<file path="config.mk">
export PLATFORM = sky130hd
export DESIGN_NAME = pcie_rx_top
export DESIGN_NICKNAME = d
export VERILOG_FILES = /design/src/hdl/pcie_rx_pkg.sv /design/src/hdl/ctrl_regs.sv /design/src/hdl/head_upd_detect.sv /design/src/hdl/sync_fifo.sv /design/src/hdl/meta_merge.sv /design/src/hdl/stat_counters.sv /design/src/hdl/pcie_rx_top.sv
export SDC_FILE = /design/constraint.sdc
export NUM_CORES = 2
export LEC_CHECK = 0
export BUFFER_PORTS_ARGS = -buffer_cell sky130_fd_sc_hd__buf_2
export CAP_MARGIN = 10
export CELL_PAD_IN_SITES_DETAIL_PLACEMENT = 1
export CELL_PAD_IN_SITES_GLOBAL_PLACEMENT = 1
export CORE_AREA = 4 4 399 283
export CTS_CLUSTER_SIZE = 16
export DETAILED_ROUTE_END_ITERATION = 10
export DIE_AREA = 0 0 403 287
export PLACE_DENSITY_LB_ADDON = 0.15
export SYNTH_ARGS = -nofsm -noshare
export SYNTH_HDL_FRONTEND = slang
export SYNTH_SLANG_ARGS = --single-unit
</file>
<file path="constraint.sdc">
create_clock -name pcie_clk -period 5.29 [get_ports pcie_clk]
set_clock_uncertainty 0.05 [all_clocks]
set_input_delay 0.2645 -clock pcie_clk [delete_from_list [all_inputs] [get_ports pcie_clk]]
set_output_delay 0.2645 -clock pcie_clk [all_outputs]
set_load 0.005 [all_outputs]
</file>
<file path="src/hdl/pcie_rx_pkg.sv">
package pcie_rx_pkg;

    localparam int FLOW_IDX_WIDTH  = 6;
    localparam int PKT_SIZE_WIDTH  = 16;
    localparam int MMIO_ADDR_WIDTH = 24;
    localparam int TBL_IDX_WIDTH   = 8;
    localparam int TBL_IDX_LSB     = 12;
    localparam int BYTE_EN_WIDTH   = 64;
    localparam int REG_WIDTH       = 32;
    localparam int RB_SIZE_WIDTH   = 16;
    localparam int REG_ADDR_WIDTH  = 2;

    typedef logic [FLOW_IDX_WIDTH-1:0]  flow_idx_t;
    typedef logic [PKT_SIZE_WIDTH-1:0]  pkt_size_t;
    typedef logic [MMIO_ADDR_WIDTH-1:0] mmio_addr_t;
    typedef logic [TBL_IDX_WIDTH-1:0]   tbl_idx_t;
    typedef logic [BYTE_EN_WIDTH-1:0]   byte_en_t;
    typedef logic [REG_WIDTH-1:0]       reg_t;
    typedef logic [RB_SIZE_WIDTH-1:0]   rb_size_t;
    typedef logic [REG_ADDR_WIDTH-1:0]  reg_addr_t;

    // Queue table layout seen through MMIO. Each field is one 32-bit word.
    localparam int MAX_NB_FLOWS   = 64;
    localparam int REG_SIZE       = 4;
    localparam int HEAD_FIELD_IDX = 1;

    localparam int HEAD_UPD_DEPTH = 128;
    localparam int HEAD_UPD_SLACK = 4;

    // Ordering queue record is {queue_id, size, descriptor_only, needs_dsc}.
    localparam int ORDER_DEPTH       = 8;
    localparam int ORDER_ALMOST_FULL = 4;
    localparam int ORDER_REC_WIDTH   = FLOW_IDX_WIDTH + PKT_SIZE_WIDTH + 2;

    // Control register map.
    localparam int        NB_CTRL_REGS    = 2 ** REG_ADDR_WIDTH;
    localparam reg_addr_t REG_CFG0        = 2'd0;
    localparam reg_addr_t REG_CFG1        = 2'd1;
    localparam int        DISABLE_BIT     = 0;
    localparam int        PKT_RB_SIZE_LSB = 1;
    localparam int        SW_RESET_BIT    = 27;

    typedef enum logic {
        REG_IDLE,
        REG_ACK
    } reg_state_t;

endpackage

</file>
<file path="src/hdl/ctrl_regs.sv">
`timescale 1ns/1ps

module ctrl_regs (
    input  logic                   pcie_clk,
    input  logic                   pcie_reset_n,

    input  logic                   wb_cyc,
    input  logic                   wb_stb,
    input  logic                   wb_we,
    input  pcie_rx_pkg::reg_addr_t wb_adr,
    input  pcie_rx_pkg::reg_t      wb_dat_w,
    output pcie_rx_pkg::reg_t      wb_dat_r,
    output logic                   wb_ack,

    output logic                   disable_pcie,
    output pcie_rx_pkg::rb_size_t  pkt_rb_size,
    output pcie_rx_pkg::rb_size_t  dsc_rb_size,
    output logic                   sw_reset
);

pcie_rx_pkg::reg_state_t state;
pcie_rx_pkg::reg_t       regs [pcie_rx_pkg::NB_CTRL_REGS];
logic                    sw_reset_r1;

// Every access takes two cycles, the first to see the request and the second to ack it.
always_ff @(posedge pcie_clk) begin
    if (!pcie_reset_n) begin
        state <= pcie_rx_pkg::REG_IDLE;
        for (int i = 0; i < pcie_rx_pkg::NB_CTRL_REGS; i++) begin
            regs[i] <= '0;
        end
    end else begin
        case (state)
            pcie_rx_pkg::REG_IDLE: begin
                if (wb_cyc && wb_stb) begin
                    state <= pcie_rx_pkg::REG_ACK;
                    if (wb_we) begin
                        regs[wb_adr] <= wb_dat_w;
                    end
                end
            end
            pcie_rx_pkg::REG_ACK: begin
                state <= pcie_rx_pkg::REG_IDLE;
            end
        endcase
    end
end

always_ff @(posedge pcie_clk) begin
    if (state == pcie_rx_pkg::REG_IDLE && wb_cyc && wb_stb) begin
        wb_dat_r <= regs[wb_adr];
    end
end

assign wb_ack = (state == pcie_rx_pkg::REG_ACK);

assign disable_pcie = regs[pcie_rx_pkg::REG_CFG0][pcie_rx_pkg::DISABLE_BIT];
assign pkt_rb_size  =
    regs[pcie_rx_pkg::REG_CFG0][pcie_rx_pkg::PKT_RB_SIZE_LSB +: pcie_rx_pkg::RB_SIZE_WIDTH];
assign dsc_rb_size  = regs[pcie_rx_pkg::REG_CFG1][0 +: pcie_rx_pkg::RB_SIZE_WIDTH];

// Software reset stays asserted until software clears the bit again.
always_ff @(posedge pcie_clk) begin
    if (!pcie_reset_n) begin
        sw_reset_r1 <= 1'b0;
        sw_reset    <= 1'b0;
    end else begin
        sw_reset_r1 <= regs[pcie_rx_pkg::REG_CFG0][pcie_rx_pkg::SW_RESET_BIT];
        sw_reset    <= sw_reset_r1;
    end
end

endmodule

</file>
<file path="src/hdl/head_upd_detect.sv">
`timescale 1ns/1ps

module head_upd_detect (
    input  logic                    pcie_clk,
    input  logic                    pcie_reset_n,

    input  pcie_rx_pkg::mmio_addr_t mmio_address,
    input  logic                    mmio_write,
    input  pcie_rx_pkg::byte_en_t   mmio_byteenable,

    input  pcie_rx_pkg::reg_t       fifo_occup,
    output pcie_rx_pkg::flow_idx_t  push_data,
    output logic                    push_valid,
    output logic                    ignored
);

pcie_rx_pkg::tbl_idx_t tbl_idx;
logic                  head_write;
logic                  almost_full;

assign tbl_idx = mmio_address[pcie_rx_pkg::TBL_IDX_LSB +: pcie_rx_pkg::TBL_IDX_WIDTH];

// Only a write covering the whole head word counts as a head update.
assign head_write = mmio_write && (tbl_idx < pcie_rx_pkg::MAX_NB_FLOWS) &&
    (mmio_byteenable[pcie_rx_pkg::HEAD_FIELD_IDX * pcie_rx_pkg::REG_SIZE
                     +: pcie_rx_pkg::REG_SIZE] == {pcie_rx_pkg::REG_SIZE{1'b1}});

// Leaves room for the push already in flight.
assign almost_full =
    fifo_occup > (pcie_rx_pkg::HEAD_UPD_DEPTH - pcie_rx_pkg::HEAD_UPD_SLACK);

always_ff @(posedge pcie_clk) begin
    if (!pcie_reset_n) begin
        push_valid <= 1'b0;
        ignored    <= 1'b0;
    end else begin
        push_valid <= head_write && !almost_full;
        ignored    <= head_write && almost_full;
    end
end

always_ff @(posedge pcie_clk) begin
    push_data <= tbl_idx[pcie_rx_pkg::FLOW_IDX_WIDTH-1:0];
end

endmodule

</file>
<file path="src/hdl/sync_fifo.sv">
`timescale 1ns/1ps

module sync_fifo #(
    parameter int WIDTH = 8,
    parameter int DEPTH = 8
) (
    input  logic              pcie_clk,
    input  logic              pcie_reset_n,

    input  logic [WIDTH-1:0]  in_data,
    input  logic              in_valid,
    output logic              in_ready,

    output logic [WIDTH-1:0]  out_data,
    output logic              out_valid,
    input  logic              out_ready,

    output pcie_rx_pkg::reg_t occup
);

logic [WIDTH-1:0]         mem [DEPTH];
logic [$clog2(DEPTH)-1:0] wr_ptr;
logic [$clog2(DEPTH)-1:0] rd_ptr;
logic [$clog2(DEPTH):0]   mem_cnt;
logic                     push;
logic                     load;

// The output register counts toward the total capacity of DEPTH words.
assign occup    = pcie_rx_pkg::reg_t'(mem_cnt) + pcie_rx_pkg::reg_t'(out_valid);
assign in_ready = occup < DEPTH;
assign push     = in_valid && in_ready;
assign load     = (mem_cnt != '0) && (!out_valid || out_ready);

always_ff @(posedge pcie_clk) begin
    if (push) begin
        mem[wr_ptr] <= in_data;
    end
    if (load) begin
        out_data <= mem[rd_ptr];
    end
end

always_ff @(posedge pcie_clk) begin
    if (!pcie_reset_n) begin
        wr_ptr    <= '0;
        rd_ptr    <= '0;
        mem_cnt   <= '0;
        out_valid <= 1'b0;
    end else begin
        if (push) begin
            wr_ptr <= (wr_ptr == DEPTH - 1) ? '0 : wr_ptr + 1'b1;
        end
        if (load) begin
            rd_ptr <= (rd_ptr == DEPTH - 1) ? '0 : rd_ptr + 1'b1;
        end
        case ({push, load})
            2'b10:   mem_cnt <= mem_cnt + 1'b1;
            2'b01:   mem_cnt <= mem_cnt - 1'b1;
            default: mem_cnt <= mem_cnt;
        endcase
        if (load) begin
            out_valid <= 1'b1;
        end else if (out_ready) begin
            out_valid <= 1'b0;
        end
    end
end

endmodule

</file>
<file path="src/hdl/meta_merge.sv">
`timescale 1ns/1ps

module meta_merge (
    input  logic                   pcie_clk,
    input  logic                   pcie_reset_n,

    input  pcie_rx_pkg::flow_idx_t head_data,
    input  logic                   head_valid,
    output logic                   head_ready,

    input  pcie_rx_pkg::flow_idx_t meta_queue_id,
    input  pcie_rx_pkg::pkt_size_t meta_size,
    input  logic                   meta_valid,
    output logic                   meta_ready,

    input  pcie_rx_pkg::reg_t      order_occup,
    output pcie_rx_pkg::flow_idx_t rec_queue_id,
    output pcie_rx_pkg::pkt_size_t rec_size,
    output logic                   rec_descriptor_only,
    output logic                   rec_needs_dsc,
    output logic                   rec_valid,

    output logic                   head_served
);

logic order_almost_full;
logic merge_head_pkt;
logic head_take;
logic meta_take;

assign order_almost_full = order_occup > pcie_rx_pkg::ORDER_ALMOST_FULL;

// Head updates win over metadata, except that a head update and a packet
// for the same queue are folded into a single record.
always_comb begin
    head_ready     = 1'b0;
    meta_ready     = 1'b0;
    merge_head_pkt = 1'b0;
    if (!order_almost_full) begin
        head_ready = 1'b1;
        if (head_valid) begin
            merge_head_pkt = meta_valid && (meta_queue_id == head_data);
            meta_ready     = merge_head_pkt;
        end else begin
            meta_ready = 1'b1;
        end
    end
end

assign head_take = head_valid && head_ready;
assign meta_take = meta_valid && meta_ready;

always_ff @(posedge pcie_clk) begin
    if (!pcie_reset_n) begin
        rec_valid   <= 1'b0;
        head_served <= 1'b0;
    end else begin
        rec_valid   <= head_take || meta_take;
        head_served <= head_take;
    end
end

// A packet record carries the merge flag; a lone head becomes a
// descriptor-only record of size zero.
always_ff @(posedge pcie_clk) begin
    if (meta_take) begin
        rec_queue_id        <= meta_queue_id;
        rec_size            <= meta_size;
        rec_descriptor_only <= 1'b0;
        rec_needs_dsc       <= merge_head_pkt;
    end else if (head_take) begin
        rec_queue_id        <= head_data;
        rec_size            <= '0;
        rec_descriptor_only <= 1'b1;
        rec_needs_dsc       <= 1'b0;
    end
end

endmodule

</file>
<file path="src/hdl/stat_counters.sv">
`timescale 1ns/1ps

module stat_counters (
    input  logic              pcie_clk,
    input  logic              pcie_reset_n,
    input  logic              sw_reset,

    input  logic              ignored,
    input  logic              head_served,

    output pcie_rx_pkg::reg_t rx_ignored_head_cnt,
    output pcie_rx_pkg::reg_t rx_pkt_head_upd_cnt
);

// Ignored heads point at lost descriptors, so software reset keeps them.
always_ff @(posedge pcie_clk) begin
    if (!pcie_reset_n) begin
        rx_ignored_head_cnt <= '0;
    end else if (ignored) begin
        rx_ignored_head_cnt <= rx_ignored_head_cnt + 1'b1;
    end
end

always_ff @(posedge pcie_clk) begin
    if (!pcie_reset_n || sw_reset) begin
        rx_pkt_head_upd_cnt <= '0;
    end else if (head_served) begin
        rx_pkt_head_upd_cnt <= rx_pkt_head_upd_cnt + 1'b1;
    end
end

endmodule

</file>
<file path="src/hdl/pcie_rx_top.sv">
`timescale 1ns/1ps

module pcie_rx_top (
    input  logic                    pcie_clk,
    input  logic                    pcie_reset_n,

    input  pcie_rx_pkg::mmio_addr_t mmio_address,
    input  logic                    mmio_write,
    input  pcie_rx_pkg::byte_en_t   mmio_byteenable,

    input  pcie_rx_pkg::flow_idx_t  meta_in_queue_id,
    input  pcie_rx_pkg::pkt_size_t  meta_in_size,
    input  logic                    meta_in_valid,
    output logic                    meta_in_ready,

    output pcie_rx_pkg::flow_idx_t  out_queue_id,
    output pcie_rx_pkg::pkt_size_t  out_size,
    output logic                    out_descriptor_only,
    output logic                    out_needs_dsc,
    output logic                    out_valid,
    input  logic                    out_ready,

    input  logic                    wb_cyc,
    input  logic                    wb_stb,
    input  logic                    wb_we,
    input  pcie_rx_pkg::reg_addr_t  wb_adr,
    input  pcie_rx_pkg::reg_t       wb_dat_w,
    output pcie_rx_pkg::reg_t       wb_dat_r,
    output logic                    wb_ack,

    output pcie_rx_pkg::reg_t       rx_ignored_head_cnt,
    output pcie_rx_pkg::reg_t       rx_pkt_head_upd_cnt,
    output logic                    disable_pcie,
    output pcie_rx_pkg::rb_size_t   pkt_rb_size,
    output pcie_rx_pkg::rb_size_t   dsc_rb_size,
    output logic                    sw_reset
);

pcie_rx_pkg::flow_idx_t head_in_data;
logic                   head_in_valid;
pcie_rx_pkg::flow_idx_t head_out_data;
logic                   head_out_valid;
logic                   head_out_ready;
pcie_rx_pkg::reg_t      head_occup;
logic                   head_ignored;
logic                   head_served;

pcie_rx_pkg::flow_idx_t rec_queue_id;
pcie_rx_pkg::pkt_size_t rec_size;
logic                   rec_descriptor_only;
logic                   rec_needs_dsc;
logic                   rec_valid;
pcie_rx_pkg::reg_t      order_occup;

logic [pcie_rx_pkg::ORDER_REC_WIDTH-1:0] order_in_data;
logic [pcie_rx_pkg::ORDER_REC_WIDTH-1:0] order_out_data;

assign order_in_data = {rec_queue_id, rec_size, rec_descriptor_only, rec_needs_dsc};
assign {out_queue_id, out_size, out_descriptor_only, out_needs_dsc} = order_out_data;

ctrl_regs u_ctrl_regs (
    .pcie_clk     (pcie_clk),
    .pcie_reset_n (pcie_reset_n),
    .wb_cyc       (wb_cyc),
    .wb_stb       (wb_stb),
    .wb_we        (wb_we),
    .wb_adr       (wb_adr),
    .wb_dat_w     (wb_dat_w),
    .wb_dat_r     (wb_dat_r),
    .wb_ack       (wb_ack),
    .disable_pcie (disable_pcie),
    .pkt_rb_size  (pkt_rb_size),
    .dsc_rb_size  (dsc_rb_size),
    .sw_reset     (sw_reset)
);

head_upd_detect u_head_upd_detect (
    .pcie_clk        (pcie_clk),
    .pcie_reset_n    (pcie_reset_n),
    .mmio_address    (mmio_address),
    .mmio_write      (mmio_write),
    .mmio_byteenable (mmio_byteenable),
    .fifo_occup      (head_occup),
    .push_data       (head_in_data),
    .push_valid      (head_in_valid),
    .ignored         (head_ignored)
);

// Head writes have no back-pressure, the detector watches occupancy instead.
sync_fifo #(
    .WIDTH (pcie_rx_pkg::FLOW_IDX_WIDTH),
    .DEPTH (pcie_rx_pkg::HEAD_UPD_DEPTH)
) head_upd_queue (
    .pcie_clk     (pcie_clk),
    .pcie_reset_n (pcie_reset_n),
    .in_data      (head_in_data),
    .in_valid     (head_in_valid),
    .in_ready     (),
    .out_data     (head_out_data),
    .out_valid    (head_out_valid),
    .out_ready    (head_out_ready),
    .occup        (head_occup)
);

meta_merge u_meta_merge (
    .pcie_clk            (pcie_clk),
    .pcie_reset_n        (pcie_reset_n),
    .head_data           (head_out_data),
    .head_valid          (head_out_valid),
    .head_ready          (head_out_ready),
    .meta_queue_id       (meta_in_queue_id),
    .meta_size           (meta_in_size),
    .meta_valid          (meta_in_valid),
    .meta_ready          (meta_in_ready),
    .order_occup         (order_occup),
    .rec_queue_id        (rec_queue_id),
    .rec_size            (rec_size),
    .rec_descriptor_only (rec_descriptor_only),
    .rec_needs_dsc       (rec_needs_dsc),
    .rec_valid           (rec_valid),
    .head_served         (head_served)
);

sync_fifo #(
    .WIDTH (pcie_rx_pkg::ORDER_REC_WIDTH),
    .DEPTH (pcie_rx_pkg::ORDER_DEPTH)
) order_queue (
    .pcie_clk     (pcie_clk),
    .pcie_reset_n (pcie_reset_n),
    .in_data      (order_in_data),
    .in_valid     (rec_valid),
    .in_ready     (),
    .out_data     (order_out_data),
    .out_valid    (out_valid),
    .out_ready    (out_ready),
    .occup        (order_occup)
);

stat_counters u_stat_counters (
    .pcie_clk            (pcie_clk),
    .pcie_reset_n        (pcie_reset_n),
    .sw_reset            (sw_reset),
    .ignored             (head_ignored),
    .head_served         (head_served),
    .rx_ignored_head_cnt (rx_ignored_head_cnt),
    .rx_pkt_head_upd_cnt (rx_pkt_head_upd_cnt)
);

endmodule

</file>
==> flow_metrics.tcl <==
set metrics [dict create \
    worst_path_largest_cell_delay_ns 0.85 \
    async_flop_share_pct 0 \
    timing.final.hold_violations 0 \
    grt_pass1_vias 29200 \
    syn_to_final_growth_pct 14.6 \
    yosysWarningCount 0 \
    drv_cap 0 \
    num_io_pins 309 \
    power_density_nw_per_um2 449 \
    status "finished, final reports clean" \
    slew_viol_final 0 \
    m1WireLength_um 58900 \
    synth_edf_count 1173 \
    dp_cells 4393 \
    worst_setup_path_start_kind "flop" \
    core-area_um2 110000 \
    clock_path_buffers 3 \
    fin_crit_sh_pct 80.8 \
    fin_crit_ns 4.28 \
    cts_hold_buffers 63 \
    post_cts_resized 0 \
    fin_nets 3300 \
    top_layer "met4" \
    diodes 0 \
    num_vias 27300 \
    routabilityCongestion 0.815 \
    worstSetupEndpointType "flop" \
    critical-path-slowest-cell "nor2_1" \
    drc 0 \
    ys.flop_type "edfxtp_1" \
    dr_wl_met2_um 61600 \
    post-dp-hpwl_um 80900 \
    grt.total_usage_pct 22.8 \
    fin_cells 4683 \
    vias_per_cell 5.83 \
    hp-class "in2reg" \
    post_cts_buffers 0 \
    reg2regPathDepth 8 \
    worstPathMaxFanout 16 \
    numCtsBuffers 121 \
    finalSetupViolCount 0 \
    reg2reg_from "head_upd_queue.out_valid" \
    routedWlPerCell_um 28.0 \
    port_buffers 232 \
    dieArea_um2 116000 \
    clk_pin_slew_worst_paths_ns 0.06 \
    synth_cell_types 70 \
    avgSynthCellArea_um2 18.1 \
    min-delay-start "mmio_write" \
    rsz0062_at_grt "no" \
    final_cell_mix "1,173 x edfxtp_1, 234 x nor2_1, 234 x mux4_2, 232 x buf_2, 121 x clkbuf_16" \
    row_count 102 \
    regToRegSetupSlack_ns 1.01 \
    hold_depth 4 \
    ant_nets 0 \
    vdd_drop_max_mv 0.287 \
    initial_core_util_pct 46.5 \
    synthesis.nets 2991 \
    critPathKind "reg2reg" \
    grt_pass1_wl_um 196000 \
    ff_latch_area_um2 37500 \
    finalSetupTns_ns 0 \
    tightest_slew_ns 1.09 \
    antenna_found_initial 3 \
    multiInputGateArea_um2 12600 \
    ys_ff_latch 1285 \
    clock-sinks 1285 \
    clock_latency_ns 0.73 \
    worstPathRequired_ns 5.60 \
    crit_top_cell "ha_1" \
    cts_tree "yes" \
    die_h_um 287 \
    h-tree-depth 3 \
    grt_max_degree 86 \
    overflow 0 \
    drive_gt1_share_pct 24.9 \
    drtIter0Drc 2581 \
    fillers 9972 \
    synth_cells 2815 \
    crit_buf_inv 1 \
    max_freq_mhz 234 \
    final_common_cell "edfxtp_1" \
    critPathTopFamily "simple AND/OR/NAND/NOR gates" \
    fp.dieW_um 403 \
    wl_met3_um 8240 \
    relSlewSlack_pct 25.2 \
    synth.yosys.seq_area_share_pct 73.6 \
    wl_um 131000 \
    p_leak_nw 19.3 \
    worstReg2RegEnd "head_upd_queue.mem[121][2]" \
    worstPathCellList "ha_1 -> ha_1 -> a2111oi_2 -> o21a_1 -> inv_1 -> nor2_4 -> nand3b_2 -> nor2_1" \
    cts-root-buf "clkbuf_16" \
    arrival_ns 4.58 \
    drt-pass1-iter-count 6 \
    hold_ws_ns 0.0302 \
    synth_area_um2 50900 \
    worstHoldEndpoint "u_head_upd_detect.ignored" \
    utilization_pct 53.3 \
]
[per-layer routing]
metal	vias up	global-route usage, %
met5	-	0
met4	0	4.60
met3	159	4.14
met2	849	35.9
met1	14500	33.9
li1	11800	-
[logic make-up after synthesis]
kind of cell	share of synthesized area, %
adder cells (fa/ha/maj)	0.639
XOR/XNOR	1.17
AND/OR/NAND/NOR	6.41
multiplexers	13.3
flip-flops	73.6
buffers and inverters	1.89
AO/OA/AOI/OAI	3.01
[metrics by stage]
step	total power, mW	setup slack [ns]	cell area (um2)
global route	27.3	0.706	58300
detailed placement	17.6	1.00	53600
CTS	26.5	1.01	58300
finish	26.2	1.01	58300
global placement	17.4	1.09	53600
floorplan	15.8	1.31	50900
[worst reg2reg max path, cell delays in order, from the launching register on]
cell and delay, ns:
dfxtp_1 0.39, ha_1 0.26, ha_1 0.23, a2111oi_2 0.58, o21a_1 0.42, inv_1 0.18, nor2_4 0.19, nand3b_2 0.75
nor2_1 0.87
[report_power, final]
part           switching (mW)  internal, mW  leakage [nW]
Sequential              0.614          11.8          11.7
Combinational            2.65          2.29          5.65
Clock                    3.85          5.01          1.95
[cell type report]
cell class / instances / share of cell area [%]
well taps: 1456 / 3.12
repair buffers: 357 / 3.97
multi-input cells: 1338 / 21.5
clock buffers: 143 / 5.42
clock inverters: 83 / 1.49
flip-flops and latches: 1285 / 64.3
inverters: 21 / 0.135
[Yosys cell counts, types with 10 or more instances]
| cell type | number | share of area [%] |
|---|---|---|
| a2111oi_0 | 10 | 0.17 |
| a211oi_1 | 14 | 0.21 |
| a21oi_1 | 48 | 0.47 |
| a221oi_1 | 12 | 0.21 |
| and2_1 | 111 | 1.4 |
| and3_1 | 60 | 0.74 |
| and4_1 | 11 | 0.19 |
| buf_1 | 13 | 0.096 |
| buf_2 | 25 | 0.25 |
| buf_4 | 45 | 0.66 |
| clkbuf_1 | 82 | 0.60 |
| dfxtp_1 | 112 | 4.4 |
| edfxtp_1 | 1173 | 69 |
| ha_1 | 22 | 0.54 |
| inv_1 | 19 | 0.14 |
| mux2_2 | 54 | 1.2 |
| mux2i_1 | 88 | 1.7 |
| mux4_2 | 234 | 10 |
| nand2_1 | 86 | 0.63 |
| nand2b_1 | 24 | 0.29 |
| nand3_1 | 36 | 0.35 |
| nand4_1 | 18 | 0.22 |
| nor2_1 | 238 | 1.8 |
| nor2b_1 | 16 | 0.20 |
| nor3_1 | 20 | 0.20 |
| o21ai_0 | 18 | 0.18 |
| o221ai_1 | 14 | 0.24 |
| o22ai_1 | 30 | 0.37 |
| xnor2_1 | 22 | 0.38 |
| xor2_1 | 46 | 0.79 |
[worst max-delay path by stage]
stage                                  to  cells after the start                     start
2_1_floorplan       order_queue.mem[0][0]                      5    order_queue.mem_cnt[0]
3_3_place_gp    head_upd_queue.mem_cnt[7]                     13  head_upd_queue.out_valid
3_5_place_dp   head_upd_queue.mem[121][1]                      8  head_upd_queue.out_valid
4_1_cts        head_upd_queue.mem[121][2]                      8  head_upd_queue.out_valid
5_1_grt         head_upd_queue.mem_cnt[7]                     13  head_upd_queue.out_valid
6_report       head_upd_queue.mem[121][2]                      8  head_upd_queue.out_valid
[state kept, by name, summed over array words and instances (netlist names), 4 cells and up]
register,count
u_head_upd_detect.push_data,6
head_upd_queue.rd_ptr,7
u_stat_counters.rx_pkt_head_upd_cnt,32
head_upd_queue.mem_cnt,8
head_upd_queue.wr_ptr,7
head_upd_queue.mem,768
u_ctrl_regs.wb_dat_r,32
order_queue.out_data,24
head_upd_queue.out_data,6
order_queue.mem,192
order_queue.mem_cnt,4
u_ctrl_regs.regs,128
u_stat_counters.rx_ignored_head_cnt,32
u_meta_merge.rec_queue_id,6
u_meta_merge.rec_size,16
Note: power is estimated with default switching activity, not from simulation.
